<file path="config.mk">
export PLATFORM = sky130hd
export DESIGN_NAME = cl_sort_shell
export DESIGN_NICKNAME = d
export VERILOG_FILES = /design/src/source/f1_bus_pkg.sv /design/src/source/f1_status_pkg.sv /design/src/source/cl_sort_shell.sv /design/src/source/dma_read_burst.sv /design/src/source/tick_counter.sv /design/src/source/vled_mask.sv
export SDC_FILE = /design/constraint.sdc
export NUM_CORES = 1
export LEC_CHECK = 0
export ABC_AREA = 1
export BUFFER_PORTS_ARGS = -buffer_cell sky130_fd_sc_hd__buf_2
export CAP_MARGIN = 10
export CORE_ASPECT_RATIO = 1.4
export CORE_MARGIN = 4
export CORE_UTILIZATION = 47
export CTS_CLUSTER_SIZE = 30
export DETAILED_ROUTE_END_ITERATION = 10
export GPL_TIMING_DRIVEN = 0
export PLACE_DENSITY_LB_ADDON = 0.08
export SETUP_SLACK_MARGIN = 0.02
export SLEW_MARGIN = 20
export SYNTH_ARGS = -nofsm -noshare
export SYNTH_HDL_FRONTEND = slang
export SYNTH_SLANG_ARGS = --single-unit
</file>
<file path="constraint.sdc">
create_clock -name clk_main_a0 -period 3.6 [get_ports clk_main_a0]
set_clock_uncertainty 0.1 [all_clocks]
set_input_delay 0.72 -clock clk_main_a0 [delete_from_list [all_inputs] [get_ports clk_main_a0]]
set_output_delay 0.72 -clock clk_main_a0 [all_outputs]
set_load 0.01 [all_outputs]
</file>
<file path="src/source/f1_bus_pkg.sv">
// DMA read-channel widths and burst types, imported by the burst responder and the top level
package f1_bus_pkg;

  // --------------------------------------------------------------------------
  // Widths
  // --------------------------------------------------------------------------

  // Default read-data width, top level passes it down as DATA_W
  localparam int DMA_DATA_W = 64;

  // AXI arlen field width
  localparam int BEAT_LEN_W = 8;

  // Full host address width
  localparam int DMA_ADDR_W = 64;

  // --------------------------------------------------------------------------
  // Types
  // --------------------------------------------------------------------------

  // Burst length as taken from arlen, also used as the beat index
  typedef logic [BEAT_LEN_W-1:0] beat_len_t;

  // Read address, accepted with the burst but never decoded
  typedef logic [DMA_ADDR_W-1:0] dma_addr_t;

endpackage

</file>
<file path="src/source/f1_status_pkg.sv">
// Status-side widths and counter types, shared by the LED mask and the debug counter
package f1_status_pkg;

  // --------------------------------------------------------------------------
  // Widths
  // --------------------------------------------------------------------------

  localparam int LED_W   = 16;
  localparam int DIP_W   = 16;
  localparam int TICK_W  = 8;
  localparam int COUNT_W = 16;

  // Vectors for the virtual LEDs and DIP switches
  typedef logic [LED_W-1:0]   led_t;
  typedef logic [DIP_W-1:0]   dip_t;

  // Prescaler compare value and its running count
  typedef logic [TICK_W-1:0]  tick_t;

  // Main count, load value and watermark share one width
  typedef logic [COUNT_W-1:0] count_t;

  // Saturation point for one-shot mode
  localparam count_t COUNT_MAX = '1;

  // Counter FSM, cnt_stop only reachable with one-shot set
  typedef enum logic [1:0] {
    cnt_idle,
    cnt_run,
    cnt_stop
  } cnt_state_e;

endpackage

</file>
<file path="src/source/cl_sort_shell.sv">
// Top level that connects the read-burst responder, the LED mask and the debug counter
`timescale 1ns/1ns

module cl_sort_shell #(
  parameter int DATA_W = f1_bus_pkg::DMA_DATA_W
) (
  input  logic                    clk_main_a0,
  input  logic                    rst_main_n_sync,
  // ------------------------------------------------------------------------
  // DMA read channel and upstream stream
  // ------------------------------------------------------------------------
  input  logic                    arvalid,
  input  f1_bus_pkg::dma_addr_t   araddr,
  input  f1_bus_pkg::beat_len_t   arlen,
  output logic                    arready,
  output logic                    rvalid,
  output logic [DATA_W-1:0]       rdata,
  output logic                    rlast,
  input  logic                    rready,
  input  logic                    in_valid,
  input  logic [DATA_W-1:0]       in_data,
  output logic                    in_ready,
  // Virtual LEDs and DIP switches
  input  f1_status_pkg::led_t     led_in,
  input  f1_status_pkg::dip_t     dip_in,
  output f1_status_pkg::led_t     vled,
  // Debug counter controls and status
  input  logic                    cnt_enable,
  input  logic                    cnt_load,
  input  logic                    cnt_clear,
  input  logic                    cnt_oneshot,
  input  f1_status_pkg::tick_t    tick_value,
  input  f1_status_pkg::count_t   load_value,
  input  f1_status_pkg::count_t   watermark,
  output logic                    tick,
  output logic                    cnt_ge_watermark,
  output f1_status_pkg::count_t   count
);

  // Burst responder, data width set here
  dma_read_burst #(
    .DATA_W (DATA_W)
  ) dma_read_burst_i (
    .clk_main_a0     (clk_main_a0),
    .rst_main_n_sync (rst_main_n_sync),
    .arvalid         (arvalid),
    .araddr          (araddr),
    .arlen           (arlen),
    .arready         (arready),
    .rvalid          (rvalid),
    .rdata           (rdata),
    .rlast           (rlast),
    .rready          (rready),
    .in_valid        (in_valid),
    .in_data         (in_data),
    .in_ready        (in_ready)
  );

  vled_mask vled_mask_i (
    .clk_main_a0     (clk_main_a0),
    .rst_main_n_sync (rst_main_n_sync),
    .led_in          (led_in),
    .dip_in          (dip_in),
    .vled            (vled)
  );

  // Controls come straight from top-level pins
  tick_counter tick_counter_i (
    .clk_main_a0      (clk_main_a0),
    .rst_main_n_sync  (rst_main_n_sync),
    .cnt_enable       (cnt_enable),
    .cnt_load         (cnt_load),
    .cnt_clear        (cnt_clear),
    .cnt_oneshot      (cnt_oneshot),
    .tick_value       (tick_value),
    .load_value       (load_value),
    .watermark        (watermark),
    .tick             (tick),
    .cnt_ge_watermark (cnt_ge_watermark),
    .count            (count)
  );

endmodule

</file>
<file path="src/source/dma_read_burst.sv">
// Read-burst responder, gates an upstream stream onto the AXI read data channel per accepted arlen
`timescale 1ns/1ns

module dma_read_burst #(
  parameter int DATA_W = f1_bus_pkg::DMA_DATA_W
) (
  input  logic                  clk_main_a0,
  input  logic                  rst_main_n_sync,
  // Read address channel
  input  logic                  arvalid,
  input  f1_bus_pkg::dma_addr_t araddr,
  input  f1_bus_pkg::beat_len_t arlen,
  output logic                  arready,
  // Read data channel
  output logic                  rvalid,
  output logic [DATA_W-1:0]     rdata,
  output logic                  rlast,
  input  logic                  rready,
  // Upstream stream
  input  logic                  in_valid,
  input  logic [DATA_W-1:0]     in_data,
  output logic                  in_ready
);

  import f1_bus_pkg::*;

  // --------------------------------------------------------------------------
  // Burst state
  // --------------------------------------------------------------------------

  // High from the cycle after the address handshake until the rlast beat
  logic      active;
  // Length captured from arlen, final beat index
  beat_len_t len_q;
  // Index of the beat currently offered on the read channel
  beat_len_t beat_idx;

  logic ar_fire;
  logic r_fire;

  // Only one burst outstanding at a time
  assign arready = ~active;

  assign ar_fire = arvalid & arready;
  assign r_fire  = rvalid & rready;

  // Address is taken with the burst but plays no part in the response
  always_ff @(posedge clk_main_a0) begin
    if (!rst_main_n_sync) begin
      active   <= 1'b0;
      len_q    <= '0;
      beat_idx <= '0;
    end else if (ar_fire) begin
      active   <= 1'b1;
      len_q    <= arlen;
      beat_idx <= '0;
    end else if (r_fire) begin
      if (rlast) begin
        // Last beat gone, reopen the address channel next cycle
        active <= 1'b0;
      end else begin
        beat_idx <= beat_idx + 1'b1;
      end
    end
  end

  // --------------------------------------------------------------------------
  // Data path
  // --------------------------------------------------------------------------

  // Zero-latency pass of the upstream stream while a burst is open
  assign rvalid   = active & in_valid;
  assign rdata    = in_data;
  assign rlast    = (beat_idx == len_q);

  // Upstream only pops on an accepted beat, so stalls hold data at the source
  assign in_ready = active & rready;

endmodule

</file>
<file path="src/source/tick_counter.sv">
// Debug counter with tick prescaler, load/clear/enable/one-shot controls and a watermark flag
`timescale 1ns/1ns

module tick_counter (
  input  logic                  clk_main_a0,
  input  logic                  rst_main_n_sync,
  input  logic                  cnt_enable,
  input  logic                  cnt_load,
  input  logic                  cnt_clear,
  input  logic                  cnt_oneshot,
  input  f1_status_pkg::tick_t  tick_value,
  input  f1_status_pkg::count_t load_value,
  input  f1_status_pkg::count_t watermark,
  output logic                  tick,
  output logic                  cnt_ge_watermark,
  output f1_status_pkg::count_t count
);

  import f1_status_pkg::*;

  // --------------------------------------------------------------------------
  // Control input flops
  // --------------------------------------------------------------------------

  logic   enable_q;
  logic   load_q;
  logic   clear_q;
  logic   oneshot_q;
  tick_t  tick_value_q;
  count_t load_value_q;
  count_t watermark_q;

  always_ff @(posedge clk_main_a0) begin
    if (!rst_main_n_sync) begin
      enable_q     <= 1'b0;
      load_q       <= 1'b0;
      clear_q      <= 1'b0;
      oneshot_q    <= 1'b0;
      tick_value_q <= '0;
      load_value_q <= '0;
      watermark_q  <= '0;
    end else begin
      enable_q     <= cnt_enable;
      load_q       <= cnt_load;
      clear_q      <= cnt_clear;
      oneshot_q    <= cnt_oneshot;
      tick_value_q <= tick_value;
      load_value_q <= load_value;
      watermark_q  <= watermark;
    end
  end

  // --------------------------------------------------------------------------
  // Prescaler and main counter
  // --------------------------------------------------------------------------

  cnt_state_e state_q;
  cnt_state_e state_nxt;
  tick_t      tick_cnt_q;
  tick_t      tick_cnt_nxt;
  count_t     count_nxt;
  logic       tick_nxt;
  logic       tick_hit;

  // Compare with >= so a lowered tick_value still wraps promptly
  assign tick_hit = (tick_cnt_q >= tick_value_q);

  always_comb begin
    state_nxt    = state_q;
    tick_cnt_nxt = tick_cnt_q;
    count_nxt    = count;
    tick_nxt     = 1'b0;
    if (clear_q) begin
      tick_cnt_nxt = '0;
      count_nxt    = '0;
      state_nxt    = cnt_idle;
    end else if (load_q) begin
      count_nxt = load_value_q;
      state_nxt = cnt_run;
    end else if (enable_q) begin
      tick_cnt_nxt = tick_hit ? '0 : tick_cnt_q + 1'b1;
      tick_nxt     = tick_hit;
      // Stopped count only leaves on a clear or a load
      if (tick_hit && state_q != cnt_stop) begin
        if (oneshot_q) begin
          if (count != COUNT_MAX) count_nxt = count + 1'b1;
          state_nxt = (count_nxt == COUNT_MAX) ? cnt_stop : cnt_run;
        end else begin
          count_nxt = count + 1'b1;
          state_nxt = cnt_run;
        end
      end
    end
  end

  // Flag tracks the new count so both outputs agree on every cycle
  always_ff @(posedge clk_main_a0) begin
    if (!rst_main_n_sync) begin
      state_q          <= cnt_idle;
      tick_cnt_q       <= '0;
      count            <= '0;
      tick             <= 1'b0;
      cnt_ge_watermark <= 1'b0;
    end else begin
      state_q          <= state_nxt;
      tick_cnt_q       <= tick_cnt_nxt;
      count            <= count_nxt;
      tick             <= tick_nxt;
      cnt_ge_watermark <= (count_nxt >= watermark_q);
    end
  end

endmodule

</file>
<file path="src/source/vled_mask.sv">
// Virtual LED path, synchronizes the DIP switches and drives the LED value masked by them
`timescale 1ns/1ns

module vled_mask (
  input  logic                clk_main_a0,
  input  logic                rst_main_n_sync,
  input  f1_status_pkg::led_t led_in,
  input  f1_status_pkg::dip_t dip_in,
  output f1_status_pkg::led_t vled
);

  import f1_status_pkg::*;

  // Two-stage DIP synchronizer
  dip_t dip_q1;
  dip_t dip_q2;

  // LED value, one flop
  led_t led_q;

  // DIP switches arrive from another domain
  always_ff @(posedge clk_main_a0) begin
    if (!rst_main_n_sync) begin
      dip_q1 <= '0;
      dip_q2 <= '0;
    end else begin
      dip_q1 <= dip_in;
      dip_q2 <= dip_q1;
    end
  end

  always_ff @(posedge clk_main_a0) begin
    if (!rst_main_n_sync) begin
      led_q <= '0;
    end else begin
      led_q <= led_in;
    end
  end

  // Output flop on the mask
  // led_in to vled is 2 cycles, dip_in to vled is 3
  always_ff @(posedge clk_main_a0) begin
    if (!rst_main_n_sync) begin
      vled <= '0;
    end else begin
      vled <= led_q & dip_q2;
    end
  end

endmodule

</file>
==> reports/metrics.yaml, run 1 <==
setup_path:
  path_max_fanout: 6
  end_kind: "flop"
  r2r_cells: 24
  path_class: "flop to flop"
  cp.arrival_ns: 3.47
  start_kind: "flop"
  cp.required_ns: 3.82
floorplan:
  die_area_sq_mm: 0.0167
  num_rows: 52
  die_w_um: 110
  die_h_um: 151
  start_util_pct: 47.7
  coreArea_sq_mm: 0.0144
  io_pins: 319
final_layout:
  design_area_sq_mm: 0.00873
  final_cell_mix: "220 x nand2_1, 191 x buf_2, 183 x inv_1, 151 x dfxtp_1, 94 x nor2_1"
  multi_input_area_sq_mm: 0.00255
  fillers: 1434
  fin_nets: 1392
  layout_commonest_cell: "nand2_1"
  syn_to_final_growth_pct: 26.7
  utilization_pct: 60.4
  drive_above_1_share_pct: 27.0
  final-seq-area_sq_mm: 0.00307
clock_network:
  cts-htree-levels: 4
  cts_root_buf: "clkbuf_16"
  clock_sinks: 153
  ctsLongestPathBuffers: 2
  holdBufCountCts: 0
  clock_latency_ns: 0.42
  cts_buffers: 17
  cts_tree: "built"
  clk_pin_slew_ns: 0.06
route:
  drt-total-wl_um: 17100
  routedWlPerCell_um: 12.7
  final_antenna_net_count: 0
  num_vias: 5980
  drt_pass1_iterations: 4
  routed_via_density: 4.44
  drtIter0Drc: 229
  drcViolationCount: 0
place:
  place_area_sq_mm: 0.00807
  place_congestion: 0.931
  pre_cts_slack_ns: -0.0380
  port_buffers: 190
  dp_hpwl_um: 13500
timing:
  period_needed_ns: 3.25
  holdWs_ns: 0.308
  slew_headroom_pct: 50.7
  fmax_mhz: 307
  setup_viol: 0
  worst_pin_slew_ns: 0.739
  finalHoldViolCount: 0
  tns_ns: 0
  fin_ws_ns: 0.346
  slew_violations: 0
  rsz0062_at_grt: "no"
  period_share_pct: 90.4
global_routing:
  grt_first_pass_wirelength_um: 26600
  grt_pass1_vias: 5648
  antenna_found_initial: 1
  grt_overflow: 0
  grt_max_degree: 17
  grt_usage_pct: 20.8
synthesis:
  yosysWarnings: 0
  synth.cell_area_sq_mm: 0.00689
  syn_nets: 1182
  synthMuxAreaShare_pct: 0
  synth_top_family_by_area: "simple AND/OR/NAND/NOR gates"
  synth_fa_ha_area_share_pct: 4.91
  synth_seq_area_share_pct: 44.5
  synth-xor-area-share_pct: 2.03
  ys_ff_latch: 153
  synth-simple-area-share_pct: 23.6
  syn_inst: 938
  synth_cell_types: 31
  syn_area_per_cell_sq_um: 7.34
  synth-compound-area-share_pct: 6.47
pwr:
  powerDensity_mw_per_mm2: 479
  vdd_drop_max_mv: 0.312
  p_leak_nw: 4.97
hold_path:
  hold_class: "flop to flop"
  hold_path_depth: 2
flow_run:
  cap_violations: 0
outcome:
  status: "finished clean"
[routing by layer]
layer	vias up	global-route usage (%)	share of wire, %
met4	2	7.95	1.4
met2	185	36.2	50
met1	2600	22.8	39
met3	23	7.63	9.1
met5	-	0	0.041
li1	3170	-	-
[cells by family (layout without fill, tap and decap cells)]
| group | after synthesis | count (layout) |
|---|---|---|
| AOI/OAI and AO/OA | 81 | 81 |
| xor gates and xnor gates | 16 | 16 |
| adders and majority gates | 27 | 27 |
| buffers and inverters | 274 | 494 |
| DFF | 153 | 153 |
| other | 0 | 1 |
| and+or+nand+nor | 387 | 387 |
[sequential cells by signal, summed over array words and instances, names as in the netlist, 2 cells and up]
register / count
tick_counter_i.count: 16
tick_counter_i.load_value_q: 16
tick_counter_i.watermark_q: 16
vled_mask_i.dip_q1: 16
vled_mask_i.dip_q2: 16
vled_mask_i.led_q: 16
vled_mask_i.vled: 16
dma_read_burst_i.beat_idx: 8
dma_read_burst_i.len_q: 8
tick_counter_i.tick_cnt_q: 8
tick_counter_i.tick_value_q: 8
tick_counter_i.state_q: 2
[worst max-delay path: stages (launching register included)]
cell      delay, ns
dfxtp_1        0.42
ha_1           0.25
nand2_1        0.10
nor2_4         0.16
nand3_1        0.13
nor2_1         0.13
inv_2          0.07
nor2_4         0.09
inv_1          0.11
nand3_1        0.10
nand3_1        0.08
o211ai_1       0.17
ha_1           0.29
o21ai_0        0.16
a21oi_1        0.08
o21bai_1       0.16
nand2_1        0.09
nand2_1        0.06
nand2_1        0.06
nand2_1        0.06
nand2_1        0.07
nand2_1        0.06
nand2_1        0.05
nand2_1        0.06
inv_1          0.04
[metrics by stage]
| step | cells | power [mW] |
|---|---|---|
| 6_report | 1348 | 4.18 |
| 5_1_grt | 1347 | 4.37 |
| 4_1_cts | 1346 | 4.23 |
| 3_5_place_dp | 1317 | 2.31 |
| 3_3_place_gp | 1317 | 2.31 |
| 2_1_floorplan | 938 | 2.14 |
[cell usage after synthesis (all sizes together)]
library cell / instances / area, sq um
or2: 8 / 50.1
inv: 185 / 694
nand3: 31 / 155
nor3: 14 / 95.1
nand2: 222 / 836
o21ai: 37 / 185
nor2: 100 / 405
clkbuf: 20 / 75.1
a21o: 1 / 7.51
nor4: 1 / 12.5
buf: 67 / 497
xor2: 13 / 114
dfxtp: 153 / 3060
xnor2: 3 / 26.3
o21bai: 3 / 22.5
o21a: 1 / 7.51
o211ai: 9 / 67.6
a211oi: 2 / 15.0
nand4: 8 / 50.1
nor3b: 3 / 22.5
ha: 27 / 338
clkinv: 2 / 7.51
a21oi: 28 / 140
[worst paths after layout]
kind / slack (ns) / start / to
worst max-delay path: 0.35 / tick_counter_i.count[1]$_SDFF_PN0_ / tick_counter_i.cnt_ge_watermark$_SDFF_PN0_
worst min-delay path: 0.31 / vled_mask_i.dip_q2[13]$_SDFF_PN0_ / vled_mask_i.vled[13]$_SDFF_PN0_
worst min register to register: 0.31 / vled_mask_i.dip_q2[13]$_SDFF_PN0_ / vled_mask_i.vled[13]$_SDFF_PN0_
worst max register to register: 0.35 / tick_counter_i.count[1]$_SDFF_PN0_ / tick_counter_i.cnt_ge_watermark$_SDFF_PN0_
[cell type report]
cell class	count	area share (%)
sequential	153	35.1
multi-input combinational	511	29.2
timing repair buffer	191	11.0
inverter	187	8.04
buffer	87	6.68
clock buffer	18	4.92
tap	189	2.71
clock inverter	11	2.27
antenna	1	0.0287
[timing repair]
item / 4_1_cts / 5_1_grt
setup buffers: 0 / 1
resized for setup: 2 / 11
gates cloned: 0 / 0
pin swaps: 0 / 5
endpoints found under the hold margin: 0 / 0
endpoints found under the setup margin: 1 / 1
[power by group]
part	internal, mW	switching, mW
sequential	1.77	0.0384
combinational	0.212	0.251
clock	1.22	0.686
total	3.21	0.976
(Power assumes the default switching activity.)
==> run 2: changes to the inputs <==
--- a/config.mk
+++ b/config.mk
@@ -5,7 +5,7 @@
 export SDC_FILE = /design/constraint.sdc
 export NUM_CORES = 1
 export LEC_CHECK = 0
-export ABC_AREA = 1
+export ABC_CLOCK_PERIOD_IN_PS = 3600
 export BUFFER_PORTS_ARGS = -buffer_cell sky130_fd_sc_hd__buf_2
 export CAP_MARGIN = 10
 export CORE_ASPECT_RATIO = 1.4
==> run 2 against run 1 <==
  * Die area down 3.4%
  * Via count down 5.5%
  * Clock power down 7%
  * Sequential share of layout area up 0.15 points
  * The flow now finishes with violations (setup timing)
  * Fmax down 13%
==> reports/metrics.yaml, run 2 <==
outcome:
  status: "finished, violations left"
  failed_checks: "setup timing"
clock_network:
  cts_tree: "built"
  clock_sinks: 153  # unchanged
  clk_pin_slew_ns: 0.07  # about the same
  cts_buffers: 17  # unchanged
  ctsLongestPathBuffers: 2  # unchanged
  holdBufCountCts: 0  # unchanged
  cts_root_buf: "clkbuf_16"
  cts-htree-levels: 4  # unchanged
  clock_latency_ns: 0.42  # about the same
pwr:
  p_int_mw: 2.92  # -8.9%
  combPwrFrac_pct: 10.8  # -0.3 points
  clockPowerShare_pct: 44.2  # -1.5 points
  design_power_total_mw: 3.99  # -4.6%
  vdd_drop_max_mv: 0.326  # +4.4%
  seqPwrFrac_pct: 44.9  # +1.6 points
  powerDensity_mw_per_mm2: 459  # -4.3%
  p_leak_nw: 4.11  # -17%
  p_switching_mw: 1.07  # +9.6%
  p_sw_share_pct: 26.8  # +3.5 points
route:
  routed_via_density: 5.03  # +13%
  drt_pass1_iterations: 4  # unchanged
  routedWlPerCell_um: 16.1  # +27%
  drt-total-wl_um: 18100  # +5.6%
  drcViolationCount: 0  # unchanged
  num_vias: 5652  # -5.5%
  drtIter0Drc: 136  # -41%
  final_antenna_net_count: 0  # unchanged
place:
  place_inst: 1081  # -18%
  dp_hpwl_um: 13900  # +3.0%
  place_area_sq_mm: 0.00785  # -2.8%
  port_buffers: 190  # unchanged
  place_congestion: 0.933  # +0.30%
synthesis:
  synth_seq_area_share_pct: 46.1  # +1.7 points
  synth-edff-count: 0  # unchanged
  ys_dominant_reg_cell: "dfxtp_1"
  syn_nets: 950  # -20%
  syn_area_per_cell_sq_um: 9.40  # +28%
  yosys.area.top_type: "dfxtp_1"
  yosysWarnings: 0  # unchanged
  syn_inst: 706  # -25%
  async_reset_ff_share_pct: 0  # unchanged
  synth_cell_types: 60  # +94%
  ys_ff_latch: 153  # unchanged
  synthTopCellsByCount: "153 x dfxtp_1, 96 x and2_1, 64 x buf_4"
  yosys-top-cells-area: "dfxtp_1 46%, and2_1 9.0%, buf_4 7.2%"
  yosysTopAreaCellShare_pct: 46.1  # +1.7 points
  synth.cell_area_sq_mm: 0.00664  # -3.6%
  yosys.cell_count.top_type: "dfxtp_1"
floorplan:
  die_area_sq_mm: 0.0161  # -3.4%
  io_pins: 319  # unchanged
  die_w_um: 108  # -1.7%
  die_h_um: 149  # -1.7%
  start_util_pct: 47.7  # about the same
  coreArea_sq_mm: 0.0139  # -3.7%
  num_rows: 51  # -1.9%
setup_path:
  path_max_fanout: 5  # -1
  startpoint: "tick_counter_i.tick_cnt_q[0]$_SDFFE_PP0P_"
  path_cells: "inv_2, ha_4, nand2b_4, a2111o_1, and3_4, buf_6, or2_4, buf_4, a31oi_4, o32ai_1, ha_2, a21o_1, a211o_1, a211o_1, a31oi_2, nor4_2, o31a_1"
  reg2reg_from: "tick_counter_i.tick_cnt_q[0]$_SDFFE_PP0P_"
  start_kind: "flop"
  max_stage_delay_ns: 0.39  # -0.03 ns
  path_class: "flop to flop"
  end_kind: "flop"
  cp.arrival_ns: 3.94  # +0.47 ns
  cp_common_cell: "a211o_1"
  crit_slowest_cell: "a2111o_1"
  r2r_cells: 17  # -29%
  cp.required_ns: 3.81  # about the same
hold_path:
  hold_path_depth: 1  # -1
  hold_class: "flop to flop"
  hold_start: "vled_mask_i.dip_q1[8]$_SDFF_PN0_"
final_layout:
  drive_above_1_share_pct: 37.1  # +10 points
  antennaDiodeCount: 0  # -1
  instances_no_fill: 1123  # -17%
  syn_to_final_growth_pct: 31.0
  design_area_sq_mm: 0.00870  # -0.32%
  layout_commonest_cell: "buf_2"
  fin_nets: 1169  # -16%
  final_cell_mix: "195 x buf_2, 150 x dfxtp_1, 96 x and2_1, 73 x buf_4, 46 x nand2_1"
  utilization_pct: 62.5  # +2.1 points
global_routing:
  antenna_found_initial: 0  # -1
  grt_overflow: 0  # unchanged
  grt_usage_pct: 22.2  # +1.4 points
  grt_first_pass_wirelength_um: 28100  # +5.5%
  grt_max_degree: 19  # +2
  grt_pass1_vias: 5877  # +4.1%
flow_run:
  cap_violations: 0  # unchanged
timing:
  fmax_mhz: 268  # -13%
  fin_ws_ns: -0.134  # -0.480 ns
  holdWs_ns: 0.333  # +0.0249 ns
  worst_pin_slew_ns: 0.675  # -0.0646 ns
  slew_headroom_pct: 54.9  # +4.2 points
  finalHoldViolCount: 0  # unchanged
  rsz0062_at_grt: "yes"
  setup_viol: 1  # +1
  period_share_pct: 104  # +13 points
  period_needed_ns: 3.73  # +0.480 ns
  slew_violations: 0  # unchanged
## run 2: cell types whose count changed in the layout (fill, tap and decap cells not counted), sizes merged, moves of 9 or more
cell,previous run,this run
and3,0,20
o21ai,37,10
nand2,222,46
nand3,31,19
nor2,100,33
nor3,14,23
inv,187,42
buf,260,272
and2,0,96
## run 2: final cells by class
cell class                      count  area, sq um
Inverter                           33          124
Tap cell                          185          231
Fill cell                        1238         5210
Timing Repair Buffer              200         1020
Clock buffer                       17          425
Buffer                             93          618
Clock inverter                     15          174
Multi-Input combinational cell    427         3030
Sequential cell                   153         3070
## run 2: worst max-delay path: cells and delay by family, from the launching register on
kind,cells,cell delay [ns]
AO/OA/AOI/OAI,8,1.78
AND/OR/NAND/NOR,4,0.64
adder cells (fa/ha/maj),2,0.40
flip-flops,1,0.35
buffers and inverters,3,0.34
## run 2: worst paths after layout
kind / endpoint / slack, ns
worst min-delay path: vled_mask_i.dip_q2[8]$_SDFF_PN0_ / 0.33
worst max-delay path: tick_counter_i.cnt_ge_watermark$_SDFF_PN0_ / -0.13
worst max register to register: tick_counter_i.cnt_ge_watermark$_SDFF_PN0_ / -0.13
worst min register to register: vled_mask_i.dip_q2[8]$_SDFF_PN0_ / 0.33
## run 2: cell families (layout without fill, tap and decap cells)
family	after synthesis	in the layout	synth area share, %
flip-flops	153	153	46.1
adder cells (fa/ha/maj)	27	27	5.09
AO/OA/AOI/OAI	95	95	10.5
AND/OR/NAND/NOR	276	276	23.2
XOR/XNOR	23	23	3.03
buffers and inverters	126	358	11.2
multiplexers	6	6	0.905
## run 2: per-stage QoR
| step | setup WS (ns) | TNS (ns) |
|---|---|---|
| floorplan | 0.0272 | 0 |
| finish | -0.134 | -0.134 |
| CTS | -0.116 | -0.116 |
| global route | -0.257 | -0.257 |
| detailed placement | -0.566 | -0.566 |
| global placement | -0.572 | -0.572 |
## run 2: layer usage
| metal | vias to the layer above | global-route usage, % | wire length, um |
|---|---|---|---|
| li1 | 2784 | - | - |
| met1 | 2586 | 22.0 | 6390 |
| met2 | 245 | 42.4 | 9770 |
| met3 | 37 | 5.60 | 1420 |
| met4 | 0 | 9.73 | 508 |
| met5 | - | 0 | 0 |
## run 2: repair_timing
| action | in CTS | in global routing |
|---|---|---|
| pin swaps | 12 | 10 |
| endpoints found under the setup margin | 1 | 1 |
| gates resized for setup | 21 | 12 |
| gates cloned | 1 | 0 |
| buffers inserted | 6 | 3 |
| endpoints found under the hold margin | 0 | 0 |
## run 2: power groups by stage
stage               clock, mW  combinational, mW  sequential, mW
floorplan                   0              0.250            1.83
global placement            0              0.400            1.83
detailed placement          0              0.410            1.83
CTS                      1.80              0.433            1.79
global route             1.87              0.480            1.80
finish                   1.77              0.432            1.79
